<file path="src/common/soc_pkg.sv">
package soc_pkg;

    // Bus widths
    typedef logic [31:0] addr_t;
    typedef logic [63:0] data_t;
    typedef logic [7:0]  strb_t;
    typedef logic [1:0]  resp_t;

    // Top nibble of the address picks the device
    typedef logic [3:0]  region_t;

    localparam resp_t RESP_OKAY   = 2'd0;
    localparam resp_t RESP_DECERR = 2'd3;

    localparam region_t REGION_SRAM = 4'h1;
    localparam region_t REGION_GPIO = 4'h2;

    // GPIO registers, only bit 3 tells them apart
    localparam addr_t GPIO_OUT_OFFSET = 32'd0;
    localparam addr_t GPIO_IN_OFFSET  = 32'd8;

endpackage

</file>
<file path="src/common/axi4lite_if.sv">
`timescale 1ns/1ps

interface axi4lite_if;

    soc_pkg::addr_t awaddr;
    logic           awvalid;
    logic           awready;

    soc_pkg::data_t wdata;
    soc_pkg::strb_t wstrb;
    logic           wvalid;
    logic           wready;

    soc_pkg::resp_t bresp;
    logic           bvalid;
    logic           bready;

    soc_pkg::addr_t araddr;
    logic           arvalid;
    logic           arready;

    soc_pkg::data_t rdata;
    soc_pkg::resp_t rresp;
    logic           rvalid;
    logic           rready;

    modport master (
        output awaddr, awvalid,
        input  awready,
        output wdata, wstrb, wvalid,
        input  wready,
        input  bresp, bvalid,
        output bready,
        output araddr, arvalid,
        input  arready,
        input  rdata, rresp, rvalid,
        output rready
    );

    modport slave (
        input  awaddr, awvalid,
        output awready,
        input  wdata, wstrb, wvalid,
        output wready,
        output bresp, bvalid,
        input  bready,
        input  araddr, arvalid,
        output arready,
        output rdata, rresp, rvalid,
        input  rready
    );

endinterface

</file>
<file path="src/verilog/axil_xbar.sv">
`timescale 1ns/1ps

module axil_xbar (
    input  logic       clk,
    input  logic       rst,
    axi4lite_if.slave  host,
    axi4lite_if.master sram,
    axi4lite_if.master gpio
);

    typedef enum logic [1:0] {TGT_NONE, TGT_SRAM, TGT_GPIO} tgt_e;
    typedef enum logic [1:0] {W_IDLE, W_REQ, W_WAIT, W_RESP} wr_state_e;
    typedef enum logic [1:0] {R_IDLE, R_REQ, R_WAIT, R_RESP} rd_state_e;

    wr_state_e wr_state;
    rd_state_e rd_state;
    tgt_e      wr_tgt, rd_tgt;
    tgt_e      aw_tgt, ar_tgt;

    soc_pkg::addr_t wr_addr, rd_addr;
    soc_pkg::data_t wr_data, rd_data;
    soc_pkg::strb_t wr_strb;
    soc_pkg::resp_t wr_resp, rd_resp;

    // W accepted from host, AW and W still owed to the slave
    logic have_w, aw_pend, w_pend;
    logic aw_fire, w_fire, ar_fire;
    logic wr_issue, sub_aw_fire, sub_w_fire;

    // Channels of whichever slave the path targets
    logic           sel_awready, sel_wready, sel_bvalid, sel_arready, sel_rvalid;
    soc_pkg::resp_t sel_bresp, sel_rresp;
    soc_pkg::data_t sel_rdata;

    function automatic tgt_e decode(input soc_pkg::addr_t addr);
        case (addr[31:28])
            soc_pkg::REGION_SRAM: return TGT_SRAM;
            soc_pkg::REGION_GPIO: return TGT_GPIO;
            default:              return TGT_NONE;
        endcase
    endfunction

    assign aw_tgt = decode(host.awaddr);
    assign ar_tgt = decode(host.araddr);

    // W is never taken ahead of its AW
    assign host.awready = (wr_state == W_IDLE) && host.awvalid;
    assign host.wready  = ((wr_state == W_IDLE) && host.awvalid && host.wvalid) ||
                          ((wr_state == W_REQ) && !have_w && host.wvalid);
    assign host.bvalid  = (wr_state == W_RESP);
    assign host.bresp   = wr_resp;
    assign host.arready = (rd_state == R_IDLE) && host.arvalid;
    assign host.rvalid  = (rd_state == R_RESP);
    assign host.rdata   = rd_data;
    assign host.rresp   = rd_resp;

    assign aw_fire = host.awvalid && host.awready;
    assign w_fire  = host.wvalid && host.wready;
    assign ar_fire = host.arvalid && host.arready;

    assign wr_issue    = (wr_state == W_REQ) && have_w;
    assign sub_aw_fire = wr_issue && aw_pend && sel_awready;
    assign sub_w_fire  = wr_issue && w_pend && sel_wready;

    assign sram.awaddr  = wr_addr;
    assign sram.awvalid = wr_issue && aw_pend && (wr_tgt == TGT_SRAM);
    assign sram.wdata   = wr_data;
    assign sram.wstrb   = wr_strb;
    assign sram.wvalid  = wr_issue && w_pend && (wr_tgt == TGT_SRAM);
    assign sram.bready  = (wr_state == W_WAIT) && (wr_tgt == TGT_SRAM);
    assign sram.araddr  = rd_addr;
    assign sram.arvalid = (rd_state == R_REQ) && (rd_tgt == TGT_SRAM);
    assign sram.rready  = (rd_state == R_WAIT) && (rd_tgt == TGT_SRAM);

    assign gpio.awaddr  = wr_addr;
    assign gpio.awvalid = wr_issue && aw_pend && (wr_tgt == TGT_GPIO);
    assign gpio.wdata   = wr_data;
    assign gpio.wstrb   = wr_strb;
    assign gpio.wvalid  = wr_issue && w_pend && (wr_tgt == TGT_GPIO);
    assign gpio.bready  = (wr_state == W_WAIT) && (wr_tgt == TGT_GPIO);
    assign gpio.araddr  = rd_addr;
    assign gpio.arvalid = (rd_state == R_REQ) && (rd_tgt == TGT_GPIO);
    assign gpio.rready  = (rd_state == R_WAIT) && (rd_tgt == TGT_GPIO);

    always_comb begin
        sel_awready = 1'b0;
        sel_wready  = 1'b0;
        sel_bvalid  = 1'b0;
        sel_bresp   = soc_pkg::RESP_OKAY;
        sel_arready = 1'b0;
        sel_rvalid  = 1'b0;
        sel_rdata   = '0;
        sel_rresp   = soc_pkg::RESP_OKAY;
        case (wr_tgt)
            TGT_SRAM: begin
                sel_awready = sram.awready;
                sel_wready  = sram.wready;
                sel_bvalid  = sram.bvalid;
                sel_bresp   = sram.bresp;
            end
            TGT_GPIO: begin
                sel_awready = gpio.awready;
                sel_wready  = gpio.wready;
                sel_bvalid  = gpio.bvalid;
                sel_bresp   = gpio.bresp;
            end
            default: ;
        endcase
        case (rd_tgt)
            TGT_SRAM: begin
                sel_arready = sram.arready;
                sel_rvalid  = sram.rvalid;
                sel_rdata   = sram.rdata;
                sel_rresp   = sram.rresp;
            end
            TGT_GPIO: begin
                sel_arready = gpio.arready;
                sel_rvalid  = gpio.rvalid;
                sel_rdata   = gpio.rdata;
                sel_rresp   = gpio.rresp;
            end
            default: ;
        endcase
    end

    always_ff @(posedge clk) begin
        if (rst) begin
            wr_state <= W_IDLE;
            wr_tgt   <= TGT_NONE;
            have_w   <= 1'b0;
            aw_pend  <= 1'b0;
            w_pend   <= 1'b0;
        end else begin
            case (wr_state)
                W_IDLE: begin
                    if (aw_fire) begin
                        wr_tgt   <= aw_tgt;
                        have_w   <= w_fire;
                        aw_pend  <= 1'b1;
                        w_pend   <= 1'b1;
                        wr_state <= (w_fire && aw_tgt == TGT_NONE) ? W_RESP : W_REQ;
                    end
                end
                W_REQ: begin
                    if (sub_aw_fire)
                        aw_pend <= 1'b0;
                    if (sub_w_fire)
                        w_pend <= 1'b0;
                    if (w_fire) begin
                        have_w <= 1'b1;
                        if (wr_tgt == TGT_NONE)
                            wr_state <= W_RESP;
                    end
                    if ((!aw_pend || sub_aw_fire) && (!w_pend || sub_w_fire))
                        wr_state <= W_WAIT;
                end
                W_WAIT: begin
                    if (sel_bvalid)
                        wr_state <= W_RESP;
                end
                W_RESP: begin
                    if (host.bready)
                        wr_state <= W_IDLE;
                end
                default: wr_state <= W_IDLE;
            endcase
        end
    end

    always_ff @(posedge clk) begin
        if (rst) begin
            rd_state <= R_IDLE;
            rd_tgt   <= TGT_NONE;
        end else begin
            case (rd_state)
                R_IDLE: begin
                    if (ar_fire) begin
                        rd_tgt   <= ar_tgt;
                        rd_state <= (ar_tgt == TGT_NONE) ? R_RESP : R_REQ;
                    end
                end
                R_REQ: begin
                    if (sel_arready)
                        rd_state <= R_WAIT;
                end
                R_WAIT: begin
                    if (sel_rvalid)
                        rd_state <= R_RESP;
                end
                R_RESP: begin
                    if (host.rready)
                        rd_state <= R_IDLE;
                end
                default: rd_state <= R_IDLE;
            endcase
        end
    end

    // Responses start as DECERR and get replaced by the slave's answer
    always_ff @(posedge clk) begin
        if (aw_fire)
            wr_addr <= host.awaddr;
        if (w_fire) begin
            wr_data <= host.wdata;
            wr_strb <= host.wstrb;
            wr_resp <= soc_pkg::RESP_DECERR;
        end else if (wr_state == W_WAIT && sel_bvalid) begin
            wr_resp <= sel_bresp;
        end
        if (ar_fire) begin
            rd_addr <= host.araddr;
            rd_data <= '0;
            rd_resp <= soc_pkg::RESP_DECERR;
        end else if (rd_state == R_WAIT && sel_rvalid) begin
            rd_data <= sel_rdata;
            rd_resp <= sel_rresp;
        end
    end

endmodule

</file>
<file path="src/flat_wrapper.sv">
// flat-port wrapper written by rule: the top's interface ports become plain ports
module axil_xbar_flat 
  (clk, rst, host_awaddr, host_awvalid, host_awready, host_wdata, host_wstrb, host_wvalid, host_wready, host_bresp, host_bvalid, host_bready, host_araddr, host_arvalid, host_arready, host_rdata, host_rresp, host_rvalid, host_rready, sram_awaddr, sram_awvalid, sram_awready, sram_wdata, sram_wstrb, sram_wvalid, sram_wready, sram_bresp, sram_bvalid, sram_bready, sram_araddr, sram_arvalid, sram_arready, sram_rdata, sram_rresp, sram_rvalid, sram_rready, gpio_awaddr, gpio_awvalid, gpio_awready, gpio_wdata, gpio_wstrb, gpio_wvalid, gpio_wready, gpio_bresp, gpio_bvalid, gpio_bready, gpio_araddr, gpio_arvalid, gpio_arready, gpio_rdata, gpio_rresp, gpio_rvalid, gpio_rready);
  axi4lite_if host_i ();
  axi4lite_if sram_i ();
  axi4lite_if gpio_i ();
  input  logic clk;
  input  logic rst;
  input wire logic [$bits(host_i.awaddr)-1:0] host_awaddr;
  input wire logic [$bits(host_i.awvalid)-1:0] host_awvalid;
  output wire logic [$bits(host_i.awready)-1:0] host_awready;
  input wire logic [$bits(host_i.wdata)-1:0] host_wdata;
  input wire logic [$bits(host_i.wstrb)-1:0] host_wstrb;
  input wire logic [$bits(host_i.wvalid)-1:0] host_wvalid;
  output wire logic [$bits(host_i.wready)-1:0] host_wready;
  output wire logic [$bits(host_i.bresp)-1:0] host_bresp;
  output wire logic [$bits(host_i.bvalid)-1:0] host_bvalid;
  input wire logic [$bits(host_i.bready)-1:0] host_bready;
  input wire logic [$bits(host_i.araddr)-1:0] host_araddr;
  input wire logic [$bits(host_i.arvalid)-1:0] host_arvalid;
  output wire logic [$bits(host_i.arready)-1:0] host_arready;
  output wire logic [$bits(host_i.rdata)-1:0] host_rdata;
  output wire logic [$bits(host_i.rresp)-1:0] host_rresp;
  output wire logic [$bits(host_i.rvalid)-1:0] host_rvalid;
  input wire logic [$bits(host_i.rready)-1:0] host_rready;
  output wire logic [$bits(sram_i.awaddr)-1:0] sram_awaddr;
  output wire logic [$bits(sram_i.awvalid)-1:0] sram_awvalid;
  input wire logic [$bits(sram_i.awready)-1:0] sram_awready;
  output wire logic [$bits(sram_i.wdata)-1:0] sram_wdata;
  output wire logic [$bits(sram_i.wstrb)-1:0] sram_wstrb;
  output wire logic [$bits(sram_i.wvalid)-1:0] sram_wvalid;
  input wire logic [$bits(sram_i.wready)-1:0] sram_wready;
  input wire logic [$bits(sram_i.bresp)-1:0] sram_bresp;
  input wire logic [$bits(sram_i.bvalid)-1:0] sram_bvalid;
  output wire logic [$bits(sram_i.bready)-1:0] sram_bready;
  output wire logic [$bits(sram_i.araddr)-1:0] sram_araddr;
  output wire logic [$bits(sram_i.arvalid)-1:0] sram_arvalid;
  input wire logic [$bits(sram_i.arready)-1:0] sram_arready;
  input wire logic [$bits(sram_i.rdata)-1:0] sram_rdata;
  input wire logic [$bits(sram_i.rresp)-1:0] sram_rresp;
  input wire logic [$bits(sram_i.rvalid)-1:0] sram_rvalid;
  output wire logic [$bits(sram_i.rready)-1:0] sram_rready;
  output wire logic [$bits(gpio_i.awaddr)-1:0] gpio_awaddr;
  output wire logic [$bits(gpio_i.awvalid)-1:0] gpio_awvalid;
  input wire logic [$bits(gpio_i.awready)-1:0] gpio_awready;
  output wire logic [$bits(gpio_i.wdata)-1:0] gpio_wdata;
  output wire logic [$bits(gpio_i.wstrb)-1:0] gpio_wstrb;
  output wire logic [$bits(gpio_i.wvalid)-1:0] gpio_wvalid;
  input wire logic [$bits(gpio_i.wready)-1:0] gpio_wready;
  input wire logic [$bits(gpio_i.bresp)-1:0] gpio_bresp;
  input wire logic [$bits(gpio_i.bvalid)-1:0] gpio_bvalid;
  output wire logic [$bits(gpio_i.bready)-1:0] gpio_bready;
  output wire logic [$bits(gpio_i.araddr)-1:0] gpio_araddr;
  output wire logic [$bits(gpio_i.arvalid)-1:0] gpio_arvalid;
  input wire logic [$bits(gpio_i.arready)-1:0] gpio_arready;
  input wire logic [$bits(gpio_i.rdata)-1:0] gpio_rdata;
  input wire logic [$bits(gpio_i.rresp)-1:0] gpio_rresp;
  input wire logic [$bits(gpio_i.rvalid)-1:0] gpio_rvalid;
  output wire logic [$bits(gpio_i.rready)-1:0] gpio_rready;
  assign host_i.awaddr = host_awaddr;
  assign host_i.awvalid = host_awvalid;
  assign host_awready = host_i.awready;
  assign host_i.wdata = host_wdata;
  assign host_i.wstrb = host_wstrb;
  assign host_i.wvalid = host_wvalid;
  assign host_wready = host_i.wready;
  assign host_bresp = host_i.bresp;
  assign host_bvalid = host_i.bvalid;
  assign host_i.bready = host_bready;
  assign host_i.araddr = host_araddr;
  assign host_i.arvalid = host_arvalid;
  assign host_arready = host_i.arready;
  assign host_rdata = host_i.rdata;
  assign host_rresp = host_i.rresp;
  assign host_rvalid = host_i.rvalid;
  assign host_i.rready = host_rready;
  assign sram_awaddr = sram_i.awaddr;
  assign sram_awvalid = sram_i.awvalid;
  assign sram_i.awready = sram_awready;
  assign sram_wdata = sram_i.wdata;
  assign sram_wstrb = sram_i.wstrb;
  assign sram_wvalid = sram_i.wvalid;
  assign sram_i.wready = sram_wready;
  assign sram_i.bresp = sram_bresp;
  assign sram_i.bvalid = sram_bvalid;
  assign sram_bready = sram_i.bready;
  assign sram_araddr = sram_i.araddr;
  assign sram_arvalid = sram_i.arvalid;
  assign sram_i.arready = sram_arready;
  assign sram_i.rdata = sram_rdata;
  assign sram_i.rresp = sram_rresp;
  assign sram_i.rvalid = sram_rvalid;
  assign sram_rready = sram_i.rready;
  assign gpio_awaddr = gpio_i.awaddr;
  assign gpio_awvalid = gpio_i.awvalid;
  assign gpio_i.awready = gpio_awready;
  assign gpio_wdata = gpio_i.wdata;
  assign gpio_wstrb = gpio_i.wstrb;
  assign gpio_wvalid = gpio_i.wvalid;
  assign gpio_i.wready = gpio_wready;
  assign gpio_i.bresp = gpio_bresp;
  assign gpio_i.bvalid = gpio_bvalid;
  assign gpio_bready = gpio_i.bready;
  assign gpio_araddr = gpio_i.araddr;
  assign gpio_arvalid = gpio_i.arvalid;
  assign gpio_i.arready = gpio_arready;
  assign gpio_i.rdata = gpio_rdata;
  assign gpio_i.rresp = gpio_rresp;
  assign gpio_i.rvalid = gpio_rvalid;
  assign gpio_rready = gpio_i.rready;
  axil_xbar u_core (.clk(clk), .rst(rst), .host(host_i), .sram(sram_i), .gpio(gpio_i));
endmodule
</file>
<file path="config.mk">
export PLATFORM = sky130hd
export DESIGN_NAME = axil_xbar_flat
export DESIGN_NICKNAME = d
export VERILOG_FILES = /design/src/common/soc_pkg.sv /design/src/common/axi4lite_if.sv /design/src/verilog/axil_xbar.sv /design/src/flat_wrapper.sv
export SDC_FILE = /design/constraint.sdc
export NUM_CORES = 1
export LEC_CHECK = 0
export ABC_AREA = 1
export BUFFER_PORTS_ARGS = -buffer_cell sky130_fd_sc_hd__buf_4
export CAP_MARGIN = 10
export CORE_AREA = 2 2 253 255
export CTS_CLUSTER_DIAMETER = 150
export CTS_CLUSTER_SIZE = 14
export DETAILED_ROUTE_END_ITERATION = 10
export DIE_AREA = 0 0 255 257
export PLACE_DENSITY = 0.33
export SLEW_MARGIN = 15
export SYNTH_ARGS = -nofsm -noshare
export SYNTH_HDL_FRONTEND = slang
export SYNTH_SLANG_ARGS = --single-unit
</file>
<file path="constraint.sdc">
create_clock -name clk -period 7.4 [get_ports clk]
set_clock_uncertainty 0.05 [all_clocks]
set_input_delay 1.48 -clock clk [delete_from_list [all_inputs] [get_ports clk]]
set_output_delay 1.48 -clock clk [all_outputs]
set_load 0.01 [all_outputs]
</file>
# After elaboration in Yosys (flattened, before gate mapping)
# Cells that the tools add are included.
[word_totals]
latchBits = 0
output_inout_bits = 355
mem_bits_ro = 0
memories = 0
wordCells = 118
ramBits = 0
register_bits = 215
inputBits = 289
[op_classes]
eq_ne = 26
n_shift = 0
n_mul = 0
reduce_logical = 46
muxes = 32
bitwise = 0
div_mod_pow = 0
n_addsub = 0
magnitude_cmp = 0
[ops]
columns = ["operator", "count"]
rows = [
  ["case mux 64 bit (2 select lines)", 1],
  ["logical AND 1 bit", 27],
  ["2-to-1 mux 2 bit", 12],
  ["inequality test 2 x 1 -> 1 bit (second input constant)", 10],
  ["case mux 1 bit (2 select lines)", 8],
  ["case mux 2 bit (2 select lines)", 4],
  ["case mux 2 bit (4 select lines)", 2],
  ["equality test 2 bit (second input constant)", 6],
  ["zero test 2 bit", 5],
  ["AND reduction 3 bit", 3],
  ["equality test 2 x 1 -> 1 bit (second input constant)", 4],
  ["equality test 4 x 1 -> 1 bit (second input constant)", 2],
  ["equality test 4 x 2 -> 1 bit (second input constant)", 2],
  ["2-to-1 mux 1 bit", 5],
  ["AND reduction 5 bit", 1],
  ["AND reduction 2 bit", 2],
  ["AND reduction 4 bit", 1],
  ["zero test 1 bit", 3],
  ["logical OR 1 bit", 3],
  ["inequality test 3 x 2 -> 1 bit (second input constant)", 1],
  ["inequality test 3 bit (second input constant)", 1],
  ["nonzero test 2 bit", 1],
]

# Longest topological paths before layout
[logic_depth]
ltp_word = 9
depth_mapped = 11
depth_no_buf = 11

# Worst setup path before layout
# No wires, ideal clock.
[synth_timing]
kind = "input-to-reg"
start = "input host_awvalid"
end = "register u_core.wr_state[1]"
setup_time_ns = 0.115
cell_stages = 7
setup_slack_ns = 3.145
t_arrival_ns = 4.090
path_buffers = 0
required_ns = 7.235
cell_sequence = "nand2_1 > a21boi_2 > nand2_1 > nand3_1 > nand3_1 > nand2_1 > nor2_1"
[synth_via]
elab_chain_len = 8
elab_cells_between_ends = 12
classes_between = "eq/ne: 2; mux: 3; reduce/logical: 7"
[synth_lines]
columns = ["element", "line", "text"]
rows = [
  ["from (decl)", "flat_wrapper.sv:10", "input wire logic [$bits(host_i.awvalid)-1:0] host_awvalid;"],
  ["logical AND 1 bit (*) (2 in a row)", "axil_xbar.sv:48", "assign host.wready = ((wr_state == W_IDLE) && host.awvalid && host.wvalid) ||"],
  ["logical OR 1 bit (*)", "axil_xbar.sv:48", ""],
  ["logical AND 1 bit (*)", "axil_xbar.sv:58", "assign w_fire = host.wvalid && host.wready;"],
  ["named net u_core.w_fire", "axil_xbar.sv:27", "logic aw_fire, w_fire, ar_fire;"],
  ["logical AND 1 bit", "axil_xbar.sv:141", "wr_state <= (w_fire && aw_tgt == TGT_NONE) ? W_RESP : W_REQ;"],
  ["2-to-1 mux 2 bit", "axil_xbar.sv:141", ""],
  ["2-to-1 mux 2 bit", "axil_xbar.sv:136", "if (aw_fire) begin"],
  ["case mux 2 bit (4 select lines)", "axil_xbar.sv:134", "case (wr_state)"],
  ["to (signal assigned)", "axil_xbar.sv:141", ""],
  ["to (decl)", "axil_xbar.sv:15", "wr_state_e wr_state;"],
]
# The timed path passes the listed nets; every way through them passes the cells marked *. The select of a mux whose other input is x is not followed.
# A chain may end at the register's enable or synchronous reset.

# Worst setup path in the final report
[layout_timing]
start = "input host_arvalid"
end = "output host_arready"
[layout_via]
elab_chain_len = 1
[layout_lines]
columns = ["element", "line", "text"]
rows = [
  ["from (decl)", "flat_wrapper.sv:20", "input wire logic [$bits(host_i.arvalid)-1:0] host_arvalid;"],
  ["logical AND 1 bit", "axil_xbar.sv:52", "assign host.arready = (rd_state == R_IDLE) && host.arvalid;"],
  ["to (decl)", "flat_wrapper.sv:21", "output wire logic [$bits(host_i.arready)-1:0] host_arready;"],
]
# No other way between the ends.

==> results.yml <==
run_status:
  status: "completed"
yosys:
  yosys.cell_count.top_type: "nand2_1"
  synth_area_leaders: "edfxtp_1 46%, dfxtp_1 18%, buf_4 12%"
  synth-async-reset-ratio_pct: 0
  syn_inst: 813
  yosys_warnings: 0
  synth_sequential_area_ratio_pct: 63.4
  synth.largest_area_cell: "edfxtp_1"
  synth_nets: 1117
  synthesis.area_sq_um: 8940
  synthDistinctLibCells: 23
  yosys-top-cells-count: "186 x nand2_1, 138 x buf_4, 136 x edfxtp_1"
  synth_ff_type: "edfxtp_1"
  synth_edf_count: 136
  ys_seq_elements: 215
  synth_top_area_share_pct: 45.7
  avgSynthCellArea_sq_um: 11.0
die:
  die_w_um: 255
  start_util_pct: 14.2
  core.rowCount: 92
  dieHeight_um: 257
  die-area_sq_um: 65500
  core_sq_um: 62700
  pin_count: 644
worst_setup_path:
  cp.required_ns: 5.87
  crit_path_end_kind: "output port"
  worstPathCellList: "buf_4, nand2_2, buf_4, inv_2, buf_4"
  r2r-start: "u_core.rd_tgt[1]"
  startpoint: "host_arvalid"
  crit_buf_inv: 4
  start_kind: "primary input"
  slowest_stage: "buf_4"
  worstSetupPathType: "primary input to output port"
  arrival_ns: 2.49
  critPathMaxFanout: 65
  cpMostUsedCell: "buf_4"
  crit_family: "buffers and inverters"
  cpPeakStageDelay_ns: 0.57
grt:
  grt_overflow: 0
  grt_pass1_vias: 7934
  grtUsageTotal_pct: 12.0
  grt_pass1_wl_um: 57500
  antenna_found_initial: 3
  grt_max_degree: 72
drt:
  drt-initial-drc-count: 232
  wl_per_cell_um: 19.4
  drt_pass1_iterations: 4
  via_per_inst: 3.50
  route.detailed.drc: 0
  drt-total-wl_um: 42100
  ant_nets: 0
  vias: 7597
hold_path:
  hold_path_class: "flip-flop to flip-flop"
  hp-start: "u_core.host.bresp[0]"
power:
  power_density_nw_per_um2: 278
  leakage_nw: 6.09
  p_clk_share_pct: 25.1
  vdd_drop_max_mv: 0.129
  comb_power_share_pct: 33.1
  netSwitchingPower_w: 0.00138
  p_seq_share_pct: 41.8
  intPower_w: 0.00257
  p_sw_share_pct: 34.9
  p_total_w: 0.00395
timing:
  layout_min_cycle_time_ns: 4.02
  max_freq_mhz: 249
  finalHoldViolations: 0
  tns_ns: 0
  tightest_slew_ns: 1.01
  rsz0062_at_grt: "no"
  whs_ns: 0.437
  slew_headroom_pct: 32.5
  setup_violations: 0
  finalCritPeriodShare_pct: 54.3
  slew_violations: 0
final_layout:
  register_area_sq_um: 5670
  drive_above_1_share_pct: 51.2
  diodes: 0
  syn_to_final_growth_pct: 59.0
  multi_input_area_sq_um: 1930
  nFillCells: 6900
  finalCoreUtilization_pct: 22.7
  fin_nets: 1615
clocking:
  cts_sinks: 215
  post_cts.repair.setup_buffers: 0
  ctsLongestPathBuffers: 3
  insertion_delay_ns: 0.53
  cts-root-buf: "clkbuf_16"
  numCtsBuffers: 19
  ctsHoldBuffers: 0
  post_cts_resized: 0
  cts_tree: "built"
  h-tree-depth: 1
  cts.clk_slew.worst_paths_ns: 0.07
place:
  buffer_ports.inserted: 643
  dp.final_hpwl_um: 33400
  gp_congestion: 0.768
flow_run:
  drv_cap: 0
==> power groups by stage <==
stage,combinational (W),clock [W],sequential (W)
after CTS,0.00134,0.00105,0.00166
after detailed placement,0.00134,0,0.00168
final,0.00131,0.000989,0.00165
after global placement,0.00135,0,0.00168
after global routing,0.00142,0.00109,0.00168
after floorplan,0.000622,0,0.00172
==> layout make-up <==
type / count / area share (%)
Clock buffer: 31 / 3.66
Clock inverter: 2 / 0.141
Inverter: 36 / 0.959
Multi-Input combinational cell: 389 / 13.6
Sequential cell: 215 / 39.9
Tap cell: 846 / 7.45
Timing Repair Buffer: 650 / 34.3
==> metrics by stage <==
step	setup WS (ns)	instance area (sq um)	instances
after floorplan	3.15	8940	813
after global placement	3.34	13700	2136
after detailed placement	3.37	13700	2136
after CTS	3.37	14200	2169
after global routing	3.31	14200	2169
final	3.38	14200	2169
==> worst paths after layout <==
| path | slack [ns] | depth (start not counted) | end |
|---|---|---|---|
| worst min-delay path | 0.44 | 2 | u_core.host.bresp[0] |
| worst max register to register | 4.03 | 10 | u_core.host.rdata[63] |
| worst max-delay path | 3.38 | 5 | host_arready |
| worst min register to register | 0.44 | 2 | u_core.host.bresp[0] |
==> placed cells by master, fill, tap and decap left out, types with 2 or more instances in the layout <==
master	netlist	routed
buf_4	138	650
nand2_1	186	185
edfxtp_1	136	136
dfxtp_1	79	79
a31oi_1	66	66
o21ai_0	37	37
inv_1	35	34
o21ai_1	34	34
clkbuf_16	0	19
a21oi_1	16	16
nor2_1	14	14
ha_1	15	13
nand3_1	12	12
clkbuf_1	18	12
a22o_1	3	3
o22ai_1	2	2
ha_2	0	2
==> registers in the layout (all words and copies together), names as in the netlist <==
name,flops
u_core.aw_pend,1
u_core.gpio.araddr,32
u_core.gpio.awaddr,32
u_core.gpio.wdata,64
u_core.gpio.wstrb,8
u_core.have_w,1
u_core.host.bresp,2
u_core.host.rdata,64
u_core.host.rresp,2
u_core.rd_state,2
u_core.rd_tgt,2
u_core.w_pend,1
u_core.wr_state,2
u_core.wr_tgt,2
==> metal layers <==
layer	wire length [um]	GRT usage, %
met1	15200	12.4
met2	21100	21.8
met3	4760	5.10
met4	971	3.20
met5	30	0
==> worst register-to-register path: stages, from the launching register on <==
cell and delay (ns):
dfxtp_1 0.33, inv_1 0.06, ha_2 0.15, buf_4 0.63
nand2_1 0.16, nand2_1 0.20, nand3_2 0.12, clkinv_2 0.55
buf_4 0.64, o21ai_0 0.21, a31oi_1 0.18
==> kinds of logic (layout without fill, tap and decap cells) <==
kind of cell    count (synthesis)  after routing  share of synthesized area (%)
flops                         215            215                           63.4
simple gates                  214            214                           9.24
compound gates                160            160                           10.1
fa+ha+maj                      15             15                           2.10
buf+inv                       209            719                           15.1
No activity file was read; power rests on OpenSTA's default activity.
