`config.mk`:
```
export PLATFORM = sky130hd
export DESIGN_NAME = axil_gpio_flat
export DESIGN_NICKNAME = d
export VERILOG_FILES = /design/src/common/soc_pkg.sv /design/src/common/axi4lite_if.sv /design/src/verilog/axil_gpio.sv /design/src/flat_wrapper.sv
export SDC_FILE = /design/constraint.sdc
export NUM_CORES = 1
export LEC_CHECK = 0
export BUFFER_PORTS_ARGS = -buffer_cell sky130_fd_sc_hd__buf_4
export CAP_MARGIN = 20
export CORE_AREA = 5 5 86 88
export CTS_BUF_LIST = sky130_fd_sc_hd__clkbuf_8
export CTS_CLUSTER_DIAMETER = 80
export DETAILED_ROUTE_END_ITERATION = 6
export DIE_AREA = 0 0 91 93
export PLACE_DENSITY_LB_ADDON = 0.25
export REMOVE_ABC_BUFFERS = 1
export SYNTH_ARGS = -nofsm -noshare
export SYNTH_HDL_FRONTEND = slang
export SYNTH_SLANG_ARGS = --single-unit
```
`constraint.sdc`:
```
create_clock -name clk -period 1.4 [get_ports clk]
set_input_delay 0.14 -clock clk [delete_from_list [all_inputs] [get_ports clk]]
set_output_delay 0.14 -clock clk [all_outputs]
set_load 0.01 [all_outputs]
```
`src/common/soc_pkg.sv`:
```
package soc_pkg;

    // Bus widths
    typedef logic [31:0] addr_t;
    typedef logic [63:0] data_t;
    typedef logic [7:0]  strb_t;
    typedef logic [1:0]  resp_t;

    // Top nibble of the address picks the device
    typedef logic [3:0]  region_t;

    localparam resp_t RESP_OKAY   = 2'd0;
    localparam resp_t RESP_DECERR = 2'd3;

    localparam region_t REGION_SRAM = 4'h1;
    localparam region_t REGION_GPIO = 4'h2;

    // GPIO registers, only bit 3 tells them apart
    localparam addr_t GPIO_OUT_OFFSET = 32'd0;
    localparam addr_t GPIO_IN_OFFSET  = 32'd8;

endpackage

```
`src/common/axi4lite_if.sv`:
```
`timescale 1ns/1ps

interface axi4lite_if;

    soc_pkg::addr_t awaddr;
    logic           awvalid;
    logic           awready;

    soc_pkg::data_t wdata;
    soc_pkg::strb_t wstrb;
    logic           wvalid;
    logic           wready;

    soc_pkg::resp_t bresp;
    logic           bvalid;
    logic           bready;

    soc_pkg::addr_t araddr;
    logic           arvalid;
    logic           arready;

    soc_pkg::data_t rdata;
    soc_pkg::resp_t rresp;
    logic           rvalid;
    logic           rready;

    modport master (
        output awaddr, awvalid,
        input  awready,
        output wdata, wstrb, wvalid,
        input  wready,
        input  bresp, bvalid,
        output bready,
        output araddr, arvalid,
        input  arready,
        input  rdata, rresp, rvalid,
        output rready
    );

    modport slave (
        input  awaddr, awvalid,
        output awready,
        input  wdata, wstrb, wvalid,
        output wready,
        output bresp, bvalid,
        input  bready,
        input  araddr, arvalid,
        output arready,
        output rdata, rresp, rvalid,
        input  rready
    );

endinterface

```
`src/verilog/axil_gpio.sv`:
```
`timescale 1ns/1ps

module axil_gpio #(
    parameter int GPIO_WIDTH = 8
) (
    input  logic                  clk,
    input  logic                  rst,
    axi4lite_if.slave             bus,
    output logic [GPIO_WIDTH-1:0] gpio_out,
    input  logic [GPIO_WIDTH-1:0] gpio_in
);

    logic [GPIO_WIDTH-1:0] in_meta, in_sync;
    logic wr_en, rd_en;
    logic wr_out, rd_in;

    assign wr_en = bus.awvalid && bus.wvalid && !bus.bvalid;
    assign rd_en = bus.arvalid && !bus.rvalid;

    assign bus.awready = wr_en;
    assign bus.wready  = wr_en;
    assign bus.arready = rd_en;
    assign bus.bresp   = soc_pkg::RESP_OKAY;
    assign bus.rresp   = soc_pkg::RESP_OKAY;

    // Register select, the rest of the region mirrors
    assign wr_out = bus.awaddr[3] == soc_pkg::GPIO_OUT_OFFSET[3];
    assign rd_in  = bus.araddr[3] == soc_pkg::GPIO_IN_OFFSET[3];

    // Two-flop synchronizer on the pins
    always_ff @(posedge clk) begin
        in_meta <= gpio_in;
        in_sync <= in_meta;
    end

    always_ff @(posedge clk) begin
        if (rd_en)
            bus.rdata <= rd_in ? soc_pkg::data_t'(in_sync) : soc_pkg::data_t'(gpio_out);
    end

    always_ff @(posedge clk) begin
        if (rst) begin
            gpio_out   <= '0;
            bus.bvalid <= 1'b0;
            bus.rvalid <= 1'b0;
        end else begin
            // Input register is read-only, writes there just get OKAY
            if (wr_en && wr_out && bus.wstrb[0])
                gpio_out <= bus.wdata[GPIO_WIDTH-1:0];

            if (wr_en)
                bus.bvalid <= 1'b1;
            else if (bus.bready)
                bus.bvalid <= 1'b0;

            if (rd_en)
                bus.rvalid <= 1'b1;
            else if (bus.rready)
                bus.rvalid <= 1'b0;
        end
    end

endmodule

```
`src/flat_wrapper.sv`:
```
// flat-port wrapper written by rule: the top's interface ports become plain ports
module axil_gpio_flat 
#(
    parameter int GPIO_WIDTH = 8
)
  (clk, rst, gpio_out, gpio_in, bus_awaddr, bus_awvalid, bus_awready, bus_wdata, bus_wstrb, bus_wvalid, bus_wready, bus_bresp, bus_bvalid, bus_bready, bus_araddr, bus_arvalid, bus_arready, bus_rdata, bus_rresp, bus_rvalid, bus_rready);
  axi4lite_if bus_i ();
  input  logic clk;
  input  logic rst;
  output logic [GPIO_WIDTH-1:0] gpio_out;
  input  logic [GPIO_WIDTH-1:0] gpio_in;
  input wire logic [$bits(bus_i.awaddr)-1:0] bus_awaddr;
  input wire logic [$bits(bus_i.awvalid)-1:0] bus_awvalid;
  output wire logic [$bits(bus_i.awready)-1:0] bus_awready;
  input wire logic [$bits(bus_i.wdata)-1:0] bus_wdata;
  input wire logic [$bits(bus_i.wstrb)-1:0] bus_wstrb;
  input wire logic [$bits(bus_i.wvalid)-1:0] bus_wvalid;
  output wire logic [$bits(bus_i.wready)-1:0] bus_wready;
  output wire logic [$bits(bus_i.bresp)-1:0] bus_bresp;
  output wire logic [$bits(bus_i.bvalid)-1:0] bus_bvalid;
  input wire logic [$bits(bus_i.bready)-1:0] bus_bready;
  input wire logic [$bits(bus_i.araddr)-1:0] bus_araddr;
  input wire logic [$bits(bus_i.arvalid)-1:0] bus_arvalid;
  output wire logic [$bits(bus_i.arready)-1:0] bus_arready;
  output wire logic [$bits(bus_i.rdata)-1:0] bus_rdata;
  output wire logic [$bits(bus_i.rresp)-1:0] bus_rresp;
  output wire logic [$bits(bus_i.rvalid)-1:0] bus_rvalid;
  input wire logic [$bits(bus_i.rready)-1:0] bus_rready;
  assign bus_i.awaddr = bus_awaddr;
  assign bus_i.awvalid = bus_awvalid;
  assign bus_awready = bus_i.awready;
  assign bus_i.wdata = bus_wdata;
  assign bus_i.wstrb = bus_wstrb;
  assign bus_i.wvalid = bus_wvalid;
  assign bus_wready = bus_i.wready;
  assign bus_bresp = bus_i.bresp;
  assign bus_bvalid = bus_i.bvalid;
  assign bus_i.bready = bus_bready;
  assign bus_i.araddr = bus_araddr;
  assign bus_i.arvalid = bus_arvalid;
  assign bus_arready = bus_i.arready;
  assign bus_rdata = bus_i.rdata;
  assign bus_rresp = bus_i.rresp;
  assign bus_rvalid = bus_i.rvalid;
  assign bus_i.rready = bus_rready;
  axil_gpio #(.GPIO_WIDTH(GPIO_WIDTH)) u_core (.clk(clk), .rst(rst), .bus(bus_i), .gpio_out(gpio_out), .gpio_in(gpio_in));
endmodule
```
# Word level (Yosys, flattened, before mapping)
# Index checks and enable logic that the tools add are counted.
[classes] n_mux=5 bitwise_logic=1 n_reduce_logical=9
[ops] operator="8-bit 2-to-1 mux" count=1
[ops] operator="1-bit logical AND" count=5
[ops] operator="1-bit 2-to-1 mux" count=4
[ops] operator="2-bit nonzero test" count=2
[ops] operator="1-bit logical NOT" count=2
[ops] operator="1-bit NOT" count=1
[word_totals] register_bits=90 output_inout_bits=81

# Depth between registers and ports, before layout
# Gate-level depths: netlist of the first run.
[logic_depth] ltp_word=4 ltp_mapped=4 depth_no_buf=3

# Worst setup path before layout of the first run
# OpenSTA, ideal clock, no wires.
[synth_path] kind="reg-to-reg" from="register u_core.bus.rvalid" to="register u_core.bus.rdata[0] (enable)" setup_time_ps=379 t_arrival_ps=889 required_time_ps=1021 path_slack_ps=132 stages_incl_launch_ff=2 n_path_buf=0 synth_period_minus_slack_ps=1268 path_cell_list="dfxtp_1 -> nor2b_1"
[synth_between] elab_chain_len=2
[synth_rtl] element="from (decl)" line="axi4lite_if.sv:49" text="output rdata, rresp, rvalid,"
[synth_rtl] element="from (signal assigned)" line="axil_gpio.sv:45" text="bus.rvalid <= 1'b0;"
[synth_rtl] element="from (signal assigned)" line="axil_gpio.sv:57" text="bus.rvalid <= 1'b1;"
[synth_rtl] element="from (signal assigned)" line="axil_gpio.sv:59" text="bus.rvalid <= 1'b0;"
[synth_rtl] element="1-bit logical NOT" line="axil_gpio.sv:18" text="assign rd_en = bus.arvalid && !bus.rvalid;"
[synth_rtl] element="1-bit logical AND" line="axil_gpio.sv:18"
[synth_rtl] element="named net bus_arready" line="flat_wrapper.sv:24" text="output wire logic [$bits(bus_i.arready)-1:0] bus_arready;"
[synth_rtl] element="to (signal assigned)" line="axil_gpio.sv:38" text="bus.rdata <= rd_in ? soc_pkg::data_t'(in_sync) : soc_pkg::data_t'(gpio_out);"
[synth_rtl] element="to (decl)" line="axi4lite_if.sv:49"
# The timed path passes the listed nets, and every way through them passes these cells.
# A chain may end at the register's enable or synchronous reset.

# Final worst setup path of the first run
[layout_path] from="register u_core.bus.rvalid" to="output port bus_arready"
[layout_between] elab_chain_len=2
[layout_rtl] element="1-bit logical NOT" line="axil_gpio.sv:18"
[layout_rtl] element="1-bit logical AND" line="axil_gpio.sv:18"
[layout_rtl] element="to (decl)" line="flat_wrapper.sv:24"
# No other way between the ends.

==> results of run 1 <==
stage by stage:
stage | utilization (%) | instances | total power [W]
4_1_cts | 29.96 | 279 | 0.002084
3_5_place_dp | 27.45 | 263 | 0.001365
3_3_place_gp | 27.45 | 263 | 0.001364
2_1_floorplan | - | 134 | 0.001229
6_report | 29.96 | 279 | 0.002045
5_1_grt | 29.96 | 279 | 0.002160
kinds of logic after synthesis:
| logic type | Yosys count | share of synthesized area, % |
|---|---|---|
| flip-flops | 34 | 48.18 |
| AND/OR/NAND/NOR | 21 | 9.509 |
| buffers and inverters | 65 | 30.51 |
| multiplexers | 16 | 10.78 |
| other | 1 | 0.2375 |
| AO/OA/AOI/OAI | 2 | 0.7923 |
state kept, by name (all words and copies together), names as in the netlist:
register / flops
u_core.bus.rdata: 8
u_core.in_meta: 8
u_core.bus.rvalid: 1
u_core.bus.bvalid: 1
u_core.in_sync: 8
u_core.gpio_out: 8
area by class of cell:
| class | instances | area [um2] | share of cell area (%) |
|---|---|---|---|
| flip-flops and latches | 34 | 760.7 | 38.65 |
| clock buffers | 5 | 68.82 | 3.496 |
| inverters | 1 | 3.754 | 0.1907 |
| clock inverters | 3 | 16.27 | 0.8264 |
| repair buffers | 57 | 460.4 | 23.39 |
| multi-input cells | 99 | 558.0 | 28.35 |
| well taps | 80 | 100.1 | 5.086 |
critical path, delay by kind of cell, from the launching register on:
family | cells | cell delay [ps]
and+or+nand+nor | 1 | 160
DFF | 1 | 330
buffers and inverters | 2 | 310
where the power goes:
group,internal [W],switching (W),total (W)
clock network,0.000340,0.000345,0.000685
registers,0.00106,0.0000153,0.00107
logic,0.000135,0.000153,0.000288
layer usage:
metal / track usage, % / part of all wire [%]
met5: 0 / 0
met4: 2.934 / 0.96
met1: 7.662 / 36
met2: 9.856 / 48
met3: 4.586 / 15
layout by cell type (no fill, tap or decap):
cell,instances
mux2i_1,8
a21oi_1,1
mux2_2,8
nor3b_2,1
conb_1,60
clkinv_1,1
buf_4,48
nand2b_1,16
clkbuf_8,5
or2b_1,1
buf_12,1
edfxtp_1,8
dlygate4sd3_1,8
nand3b_4,1
clkinv_2,1
a211oi_1,1
dfxtp_1,26
clkinvlp_4,1
nor2b_1,1
nor2_1,1
inv_1,1
worst paths after layout:
kind	start	endpoint	slack [ps]	depth (start not counted)
hold / removal	bus_rready	u_core.bus.rvalid	40	2
setup reg to reg	u_core.bus.bvalid	u_core.gpio_out[7]	230	4
hold reg to reg	u_core.in_meta[4]	u_core.in_sync[4]	330	0
setup / recovery	u_core.bus.rvalid	bus_arready	180	3
==> flow_metrics.py, run 1 <==
metrics = {
    "run_status": {
        "outcome": "finished clean",
    },
    "floorplan": {
        "die_y_um": 93,
        "num_rows": 30,
        "die_w_um": 91,
        "dieArea_um2": 8463,
        "io_pins": 232,
        "core_area_um2": 6569,
        "start_util_pct": 24.04,
    },
    "clocking": {
        "htree_num_levels": 2,
        "tritoncts": "built",
        "cts_buffers": 5,
        "clockBufferDepth": 2,
        "hold_buffers": 8,
        "ctsRootBufferMaster": "clkbuf_8",
        "post_cts_buffers": 0,
        "clock_latency_ps": 280,
        "clk_pin_slew_ps": 70,
        "cts_num_sinks": 34,
        "post_cts_resized": 0,
    },
    "synth": {
        "synth_top_area_share_pct": 32.96,
        "synth_async_sr_flop_share_pct": 0,
        "netlist_instances": 139,
        "synth_area_um2": 1579,
        "synth.most_common_cell": "buf_4",
        "synth-edff-count": 8,
        "synthFlopType": "dfxtp_1",
        "synth_warnings": 0,
        "yosys-top-cells-count": "61 x buf_4, 26 x dfxtp_1, 16 x nand2b_1",
        "netlist_top_cells_area": "dfxtp_1 33%, buf_4 29%, edfxtp_1 15%",
        "ys_seq_area_share_pct": 48.18,
        "synth_area_per_cell_um2": 11.36,
        "synth-seq-cells": 34,
        "synth_top_area_cell": "dfxtp_1",
        "synth_cell_types": 18,
    },
    "global_route": {
        "grt_pass1_vias": 831,
        "grt_pass1_wl_um": 4347,
        "grt_max_degree": 19,
        "overflow": 0,
        "antenna_found_initial": 0,
        "grt_usage_pct": 6.773,
    },
    "detailed_routing": {
        "wl_per_cell_um": 10.80,
        "drc": 0,
        "routed_wl_um": 3014,
        "first_iter_violations": 12,
        "ant_nets": 0,
        "drtPass1Iterations": 4,
        "vias_per_cell": 3.143,
        "vias": 877,
    },
    "timing": {
        "finalHoldViolCount": 0,
        "whs_ps": 35.18,
        "fin_skew_ps": 2.202,
        "min_period_ps": 1216,
        "slew_viol_final": 0,
        "setup-tns-final_ps": 0,
        "fmax_ghz": 0.8221,
        "post-route-period-util_pct": 86.89,
        "setup_viol": 0,
        "grt_setup_unrepaired": "no",
        "setup_ws_ps": 183.6,
    },
    "run": {
        "maxCapViolCount": 0,
    },
    "pwr": {
        "p_leak_nw": 0.9318,
        "irDropWorstVdd_uv": 332.4,
        "power_density_nw_per_um2": 1039,
    },
    "finish": {
        "drive_gt1_share_pct": 33.17,
        "nets": 349,
        "syn2layout_area_growth_pct": 24.64,
        "final.fill_count": 675,
        "antenna_cells": 0,
        "finalInstanceArea_um2": 1968,
    },
    "min_path": {
        "hp-class": "in2reg",
    },
    "setup_path": {
        "cp_slowest_cell": "dfxtp_1",
        "crit_top_cell": "buf_4",
        "path_cells": "nor2b_1 -> buf_4 -> buf_4",
        "crit_path_max_fanout": 5,
        "worstPathArrival_ps": 1080,
        "cp_slowest_stage_delay_ps": 330,
        "endpoint_kind": "primary output",
        "worst-setup-path-type": "reg2out",
        "start_kind": "flip-flop",
        "worstPathRequired_ps": 1260,
    },
    "placed_design": {
        "place_congestion": 0.6711,
        "post_dp_cell_area_um2": 1803,
        "dp_worst_setup_slack_ps": 239.5,
        "port_buffers": 46,
        "dp_hpwl_um": 2378,
    },
}
(Power assumes the default switching activity.)
==> run 2: changes to the inputs <==
--- a/config.mk
+++ b/config.mk
@@ -7,11 +7,11 @@
 export LEC_CHECK = 0
 export BUFFER_PORTS_ARGS = -buffer_cell sky130_fd_sc_hd__buf_4
 export CAP_MARGIN = 20
-export CORE_AREA = 5 5 86 88
+export CORE_AREA = 5 5 87 89
 export CTS_BUF_LIST = sky130_fd_sc_hd__clkbuf_8
 export CTS_CLUSTER_DIAMETER = 80
 export DETAILED_ROUTE_END_ITERATION = 6
-export DIE_AREA = 0 0 91 93
+export DIE_AREA = 0 0 92 94
 export PLACE_DENSITY_LB_ADDON = 0.25
 export REMOVE_ABC_BUFFERS = 1
 export SYNTH_ARGS = -nofsm -noshare
==> constraint.sdc (replaced) <==
create_clock -name clk -period 1.5 [get_ports clk]
set_input_delay 0.15 -clock clk [delete_from_list [all_inputs] [get_ports clk]]
set_output_delay 0.15 -clock clk [all_outputs]
set_load 0.01 [all_outputs]
==> run 2 against run 1 <==
Against the previous run: global-route usage shrank 0.31 points; critical path type unchanged; largest power group unchanged; wire length up 0.93%; setup slack gained 75 ps; final area grew 0.38%; critical endpoint unchanged; clock skew rose by 1.5 ps; register-to-register slack improved by 100 ps.
==> flow_metrics.py, run 2 (synthesis results as in run 1) <==
metrics = {
    "timing": {
        "slew_viol_final": 0,
        "post-route-period-util_pct": 82.73,
        "setup-tns-final_ps": 0,
        "finalHoldViolCount": 0,
        "fin_skew_ps": 3.661,
        "min_period_ps": 1241,
        "grt_setup_unrepaired": "no",
        "fmax_ghz": 0.8058,
        "setup_viol": 0,
    },
    "detailed_routing": {
        "drtPass1Iterations": 3,
        "routed_wl_um": 3042,
        "vias": 904,
        "ant_nets": 0,
        "vias_per_cell": 3.252,
        "wl_per_cell_um": 10.94,
        "drc": 0,
        "first_iter_violations": 26,
    },
    "finish": {
        "final.fill_count": 706,
        "antenna_cells": 0,
        "drive_gt1_share_pct": 33.33,
        "layout_commonest_cell": "conb_1",
        "mostFrequentLayoutCells": "60 x conb_1, 48 x buf_4, 26 x dfxtp_1, 16 x nand2b_1",
        "nets": 348,
        "syn2layout_area_growth_pct": 25.12,
        "final_cell_count_no_fill": 278,
    },
    "placed_design": {
        "place_congestion": 0.6353,
        "port_buffers": 46,
        "dp_hpwl_um": 2327,
        "numPlacedInstances": 262,
    },
    "clocking": {
        "hold_buffers": 8,
        "clk_pin_slew_ps": 70,
        "htree_num_levels": 2,
        "cts_num_sinks": 34,
        "post_cts_buffers": 0,
        "ctsRootBufferMaster": "clkbuf_8",
        "clock_latency_ps": 280,
        "clockBufferDepth": 2,
        "post_cts_resized": 0,
        "tritoncts": "built",
        "cts_buffers": 5,
    },
    "setup_path": {
        "crit_end": "bus_arready",
        "critPathLaunch": "u_core.bus.rvalid",
        "endpoint_kind": "primary output",
        "worst-setup-path-type": "reg2out",
        "crit_path_max_fanout": 9,
        "ff2ff_setup_slack_ps": 330,
        "worstPathRequired_ps": 1350,
        "crit_top_cell": "buf_4",
        "cp_slowest_cell": "dfxtp_1",
        "r2r_start": "u_core.bus.bvalid",
        "r2r_cells": 4,
        "path_cells": "nor2b_1 -> buf_4 -> buf_4",
        "cp_slowest_stage_delay_ps": 340,
        "r2r-end": "u_core.gpio_out[4]",
        "start_kind": "flip-flop",
        "worstPathArrival_ps": 1090,
    },
    "floorplan": {
        "die_y_um": 94,
        "num_rows": 30,
        "start_util_pct": 23.63,
        "core_area_um2": 6681,
        "io_pins": 232,
        "dieArea_um2": 8648,
        "die_w_um": 92,
    },
    "run": {
        "maxCapViolCount": 0,
    },
    "min_path": {
        "min_delay_path_depth": 2,
        "hp-start": "bus_rready",
        "hp-class": "in2reg",
    },
    "global_route": {
        "grt_pass1_vias": 794,
        "grt_max_degree": 19,
        "overflow": 0,
        "grt_usage_pct": 6.468,
        "grt_pass1_wl_um": 4098,
        "antenna_found_initial": 0,
    },
    "run_status": {
        "outcome": "finished clean",
    },
    "pwr": {
        "power_density_nw_per_um2": 1063,
        "irDropWorstVdd_uv": 430.9,
        "power_w": 0.002100,
        "p_leak_nw": 0.9371,
    },
}
[run 2: metrics by stage]
step                area, um2  utilization, %  worst slack [ps]  hold WS, ps
floorplan                1323               -             144.3        177.7
finish                   1976           29.57             259.1        43.52
global route             1976           29.57             184.4        35.25
global placement         1783           26.69             339.8        254.4
CTS                      1976           29.57             224.3        29.21
detailed placement       1783           26.69             316.9        255.6
[run 2: how the worst min path moves through the flow]
stage / to / slack (ps)
2_1_floorplan: u_core.in_meta[0] / 180
3_3_place_gp: u_core.in_meta[1] / 250
3_5_place_dp: u_core.in_meta[2] / 260
4_1_cts: u_core.bus.rvalid / 30
5_1_grt: u_core.bus.rvalid / 40
6_report: u_core.bus.rvalid / 40
[run 2: worst max-delay path, delay by kind of cell, from the launching register on]
kind / cells / cell delay [ps]
and+or+nand+nor: 1 / 110
DFF: 1 / 340
buffers and inverters: 2 / 360
[run 2: power by group]
group | internal [W] | switching (W) | total, W
sequential | 0.000986 | 0.0000150 | 0.00100
combinational | 0.000122 | 0.000142 | 0.000264
clock | 0.000495 | 0.000341 | 0.000836
total | 0.00160 | 0.000497 | 0.00210
[run 2: layout make-up]
cell class | count | area (um2) | share of cell area (%)
Clock buffer | 5 | 68.82 | 3.483
Clock inverter | 3 | 43.79 | 2.217
Inverter | 1 | 3.754 | 0.1900
Multi-Input combinational cell | 99 | 558.0 | 28.25
Sequential cell | 34 | 760.7 | 38.51
Tap cell | 80 | 100.1 | 5.067
Timing Repair Buffer | 56 | 440.4 | 22.29
[run 2: routing by layer]
metal,vias up,track usage (%),routed length (um)
met2,63,9.002,1358
li1,438,-,-
met4,0,3.342,31
met1,399,8.000,1256
met5,-,0,0
met3,4,3.446,395
==> run 3: changes to the inputs <==
--- a/config.mk
+++ b/config.mk
@@ -7,11 +7,11 @@
 export LEC_CHECK = 0
 export BUFFER_PORTS_ARGS = -buffer_cell sky130_fd_sc_hd__buf_4
 export CAP_MARGIN = 20
-export CORE_AREA = 5 5 87 89
+export CORE_AREA = 5 5 86 88
 export CTS_BUF_LIST = sky130_fd_sc_hd__clkbuf_8
 export CTS_CLUSTER_DIAMETER = 80
 export DETAILED_ROUTE_END_ITERATION = 6
-export DIE_AREA = 0 0 92 94
+export DIE_AREA = 0 0 91 93
 export PLACE_DENSITY_LB_ADDON = 0.25
 export REMOVE_ABC_BUFFERS = 1
 export SYNTH_ARGS = -nofsm -noshare
==> constraint.sdc (replaced) <==
create_clock -name clk -period 1.07 [get_ports clk]
set_input_delay 0.107 -clock clk [delete_from_list [all_inputs] [get_ports clk]]
set_output_delay 0.107 -clock clk [all_outputs]
set_load 0.01 [all_outputs]
==> run 3 against run 2 <==
Against the previous run: the flow now finishes with violations (negative setup slack); sequential cell count unchanged; global-route usage up 0.37 points; critical path depth up 1; register-to-register slack lost 380 ps; clock skew increased by 6.8 ps; combinational power up 57%; non-clock buffer count up 7; core utilization grew 2.5 points; sequential share of layout area fell by 2.3 points; critical path type unchanged; largest cell class unchanged.
==> flow_metrics.py, run 3 (synthesis results as in run 1) <==
metrics = {
    "clocking": {
        "cts_num_sinks": 34,
        "clockBufferDepth": 2,
        "clk_pin_slew_ps": 60,
        "cts_buffers": 5,
        "clock_latency_ps": 280,
        "htree_num_levels": 2,
        "ctsRootBufferMaster": "clkbuf_8",
        "tritoncts": "built",
    },
    "floorplan": {
        "io_pins": 232,
        "core_area_um2": 6569,
        "die_y_um": 93,
        "die_w_um": 91,
        "num_rows": 30,
        "dieArea_um2": 8463,
        "start_util_pct": 24.04,
    },
    "pwr": {
        "power_density_nw_per_um2": 1530,
        "p_leak_nw": 1.001,
        "irDropWorstVdd_uv": 836.9,
    },
    "detailed_routing": {
        "ant_nets": 0,
        "vias": 901,
        "drc": 0,
        "vias_per_cell": 3.161,
        "wl_per_cell_um": 10.60,
        "drtPass1Iterations": 3,
        "routed_wl_um": 3021,
        "first_iter_violations": 13,
    },
    "placed_design": {
        "port_buffers": 46,
        "numPlacedInstances": 265,
        "dp_worst_setup_slack_ps": -64.28,
        "post_dp_cell_area_um2": 1818,
        "place_congestion": 0.6747,
        "dp_hpwl_um": 2359,
    },
    "finish": {
        "antenna_cells": 0,
        "seq_area_um2": 763.2,
        "finalInstanceArea_um2": 2106,
        "drive_gt1_share_pct": 37.07,
        "mostFrequentLayoutCells": "60 x conb_1, 48 x buf_4, 24 x dfxtp_1, 16 x nand2b_1, 9 x dlygate4sd3_1",
        "nets": 355,
        "layout_commonest_cell": "conb_1",
        "syn2layout_area_growth_pct": 33.36,
        "final_cell_count_no_fill": 285,
        "multiInputGateArea_um2": 571.8,
        "final.fill_count": 672,
    },
    "setup_path": {
        "r2r_cells": 4,
        "start_kind": "flip-flop",
        "worst-setup-path-type": "reg2out",
        "path_cells": "nand3b_4 -> buf_6 -> inv_4 -> buf_6",
        "endpoint_kind": "primary output",
        "worstPathRequired_ps": 960,
        "worstPathArrival_ps": 1020,
        "cp_slowest_cell": "dfxtp_2",
        "r2r-end": "u_core.gpio_out[7]",
        "r2r_start": "u_core.bus.bvalid",
        "critPathLaunch": "u_core.bus.bvalid",
        "crit_path_max_fanout": 2,
        "crit_top_cell": "buf_6",
        "ff2ff_setup_slack_ps": -50,
        "cp_slowest_stage_delay_ps": 320,
    },
    "global_route": {
        "grt_usage_pct": 6.842,
        "antenna_found_initial": 0,
        "grt_pass1_wl_um": 4498,
        "grt_max_degree": 19,
        "overflow": 0,
        "grt_pass1_vias": 866,
    },
    "run_status": {
        "outcome": "finished, violations left",
        "violations": "negative setup slack",
    },
    "run": {
        "maxCapViolCount": 0,
    },
    "timing": {
        "grt_setup_unrepaired": "yes",
        "setup_viol": 10,
        "min_period_ps": 1124,
        "fmax_ghz": 0.8897,
        "finalHoldViolCount": 0,
        "post-route-period-util_pct": 105.0,
        "whs_ps": 89.69,
        "setup_ws_ps": -53.95,
        "slew_viol_final": 0,
        "fin_skew_ps": 10.45,
    },
    "min_path": {
        "min_delay_path_depth": 3,
        "hp-class": "in2reg",
        "min_to": "u_core.bus.bvalid",
        "hp-start": "bus_bready",
    },
}
==> run 3: final cells by class <==
type                    count  share of cell area [%]
flip-flops and latches     34                   36.24
clock inverters             3                   3.268
well taps                  80                   4.753
inverters                   1                  0.2971
repair buffers             63                   25.01
clock buffers               5                   3.268
multi-input cells          99                   27.15
==> run 3: metrics by stage <==
step           TNS [ps]  util, %  power [W]
2_1_floorplan     -3869        -   0.001608
3_3_place_gp     -542.5    27.68   0.001791
3_5_place_dp     -399.8    27.68   0.001792
4_1_cts          -618.3    31.75   0.003255
5_1_grt           -1202    32.06   0.003376
6_report         -396.0    32.06   0.003222
==> run 3: worst max-delay path: cells and delay by family, from the launching register on <==
| kind | cells | cell delay (ps) |
|---|---|---|
| DFF | 1 | 320 |
| buffers and inverters | 3 | 270 |
| and+or+nand+nor | 1 | 160 |
==> run 3: repair_timing <==
| action | CTS | global route |
|---|---|---|
| pin swaps | 1 | 0 |
| hold buffers | 9 | 0 |
| setup buffers | 1 | 2 |
| setup endpoints to repair | 11 | 11 |
| hold endpoints to repair | 9 | 0 |
| resized for setup | 11 | 1 |
==> run 3: worst max-delay path by stage <==
stage                                    end  cells after the start
final                            bus_awready                      4
after global routing      u_core.gpio_out[0]                      4
after CTS                        bus_awready                      4
after detailed placement  u_core.gpio_out[7]                      4
after global placement    u_core.gpio_out[4]                      4
after floorplan           u_core.gpio_out[0]                      3
==> run 3: per-layer routing <==
metal / track usage (%) / vias up / wire length (um)
met3: 3.540 / 4 / 374
li1: - / 452 / -
met4: 2.934 / 0 / 32
met1: 8.064 / 391 / 1174
met5: 0 / - / 0
met2: 10.40 / 54 / 1440
==> run 3: where the power goes <==
part	internal, W	total (W)	switching (W)
combinational	0.000206	0.000415	0.000208
clock	0.000933	0.00140	0.000469
sequential	0.00138	0.00141	0.0000225
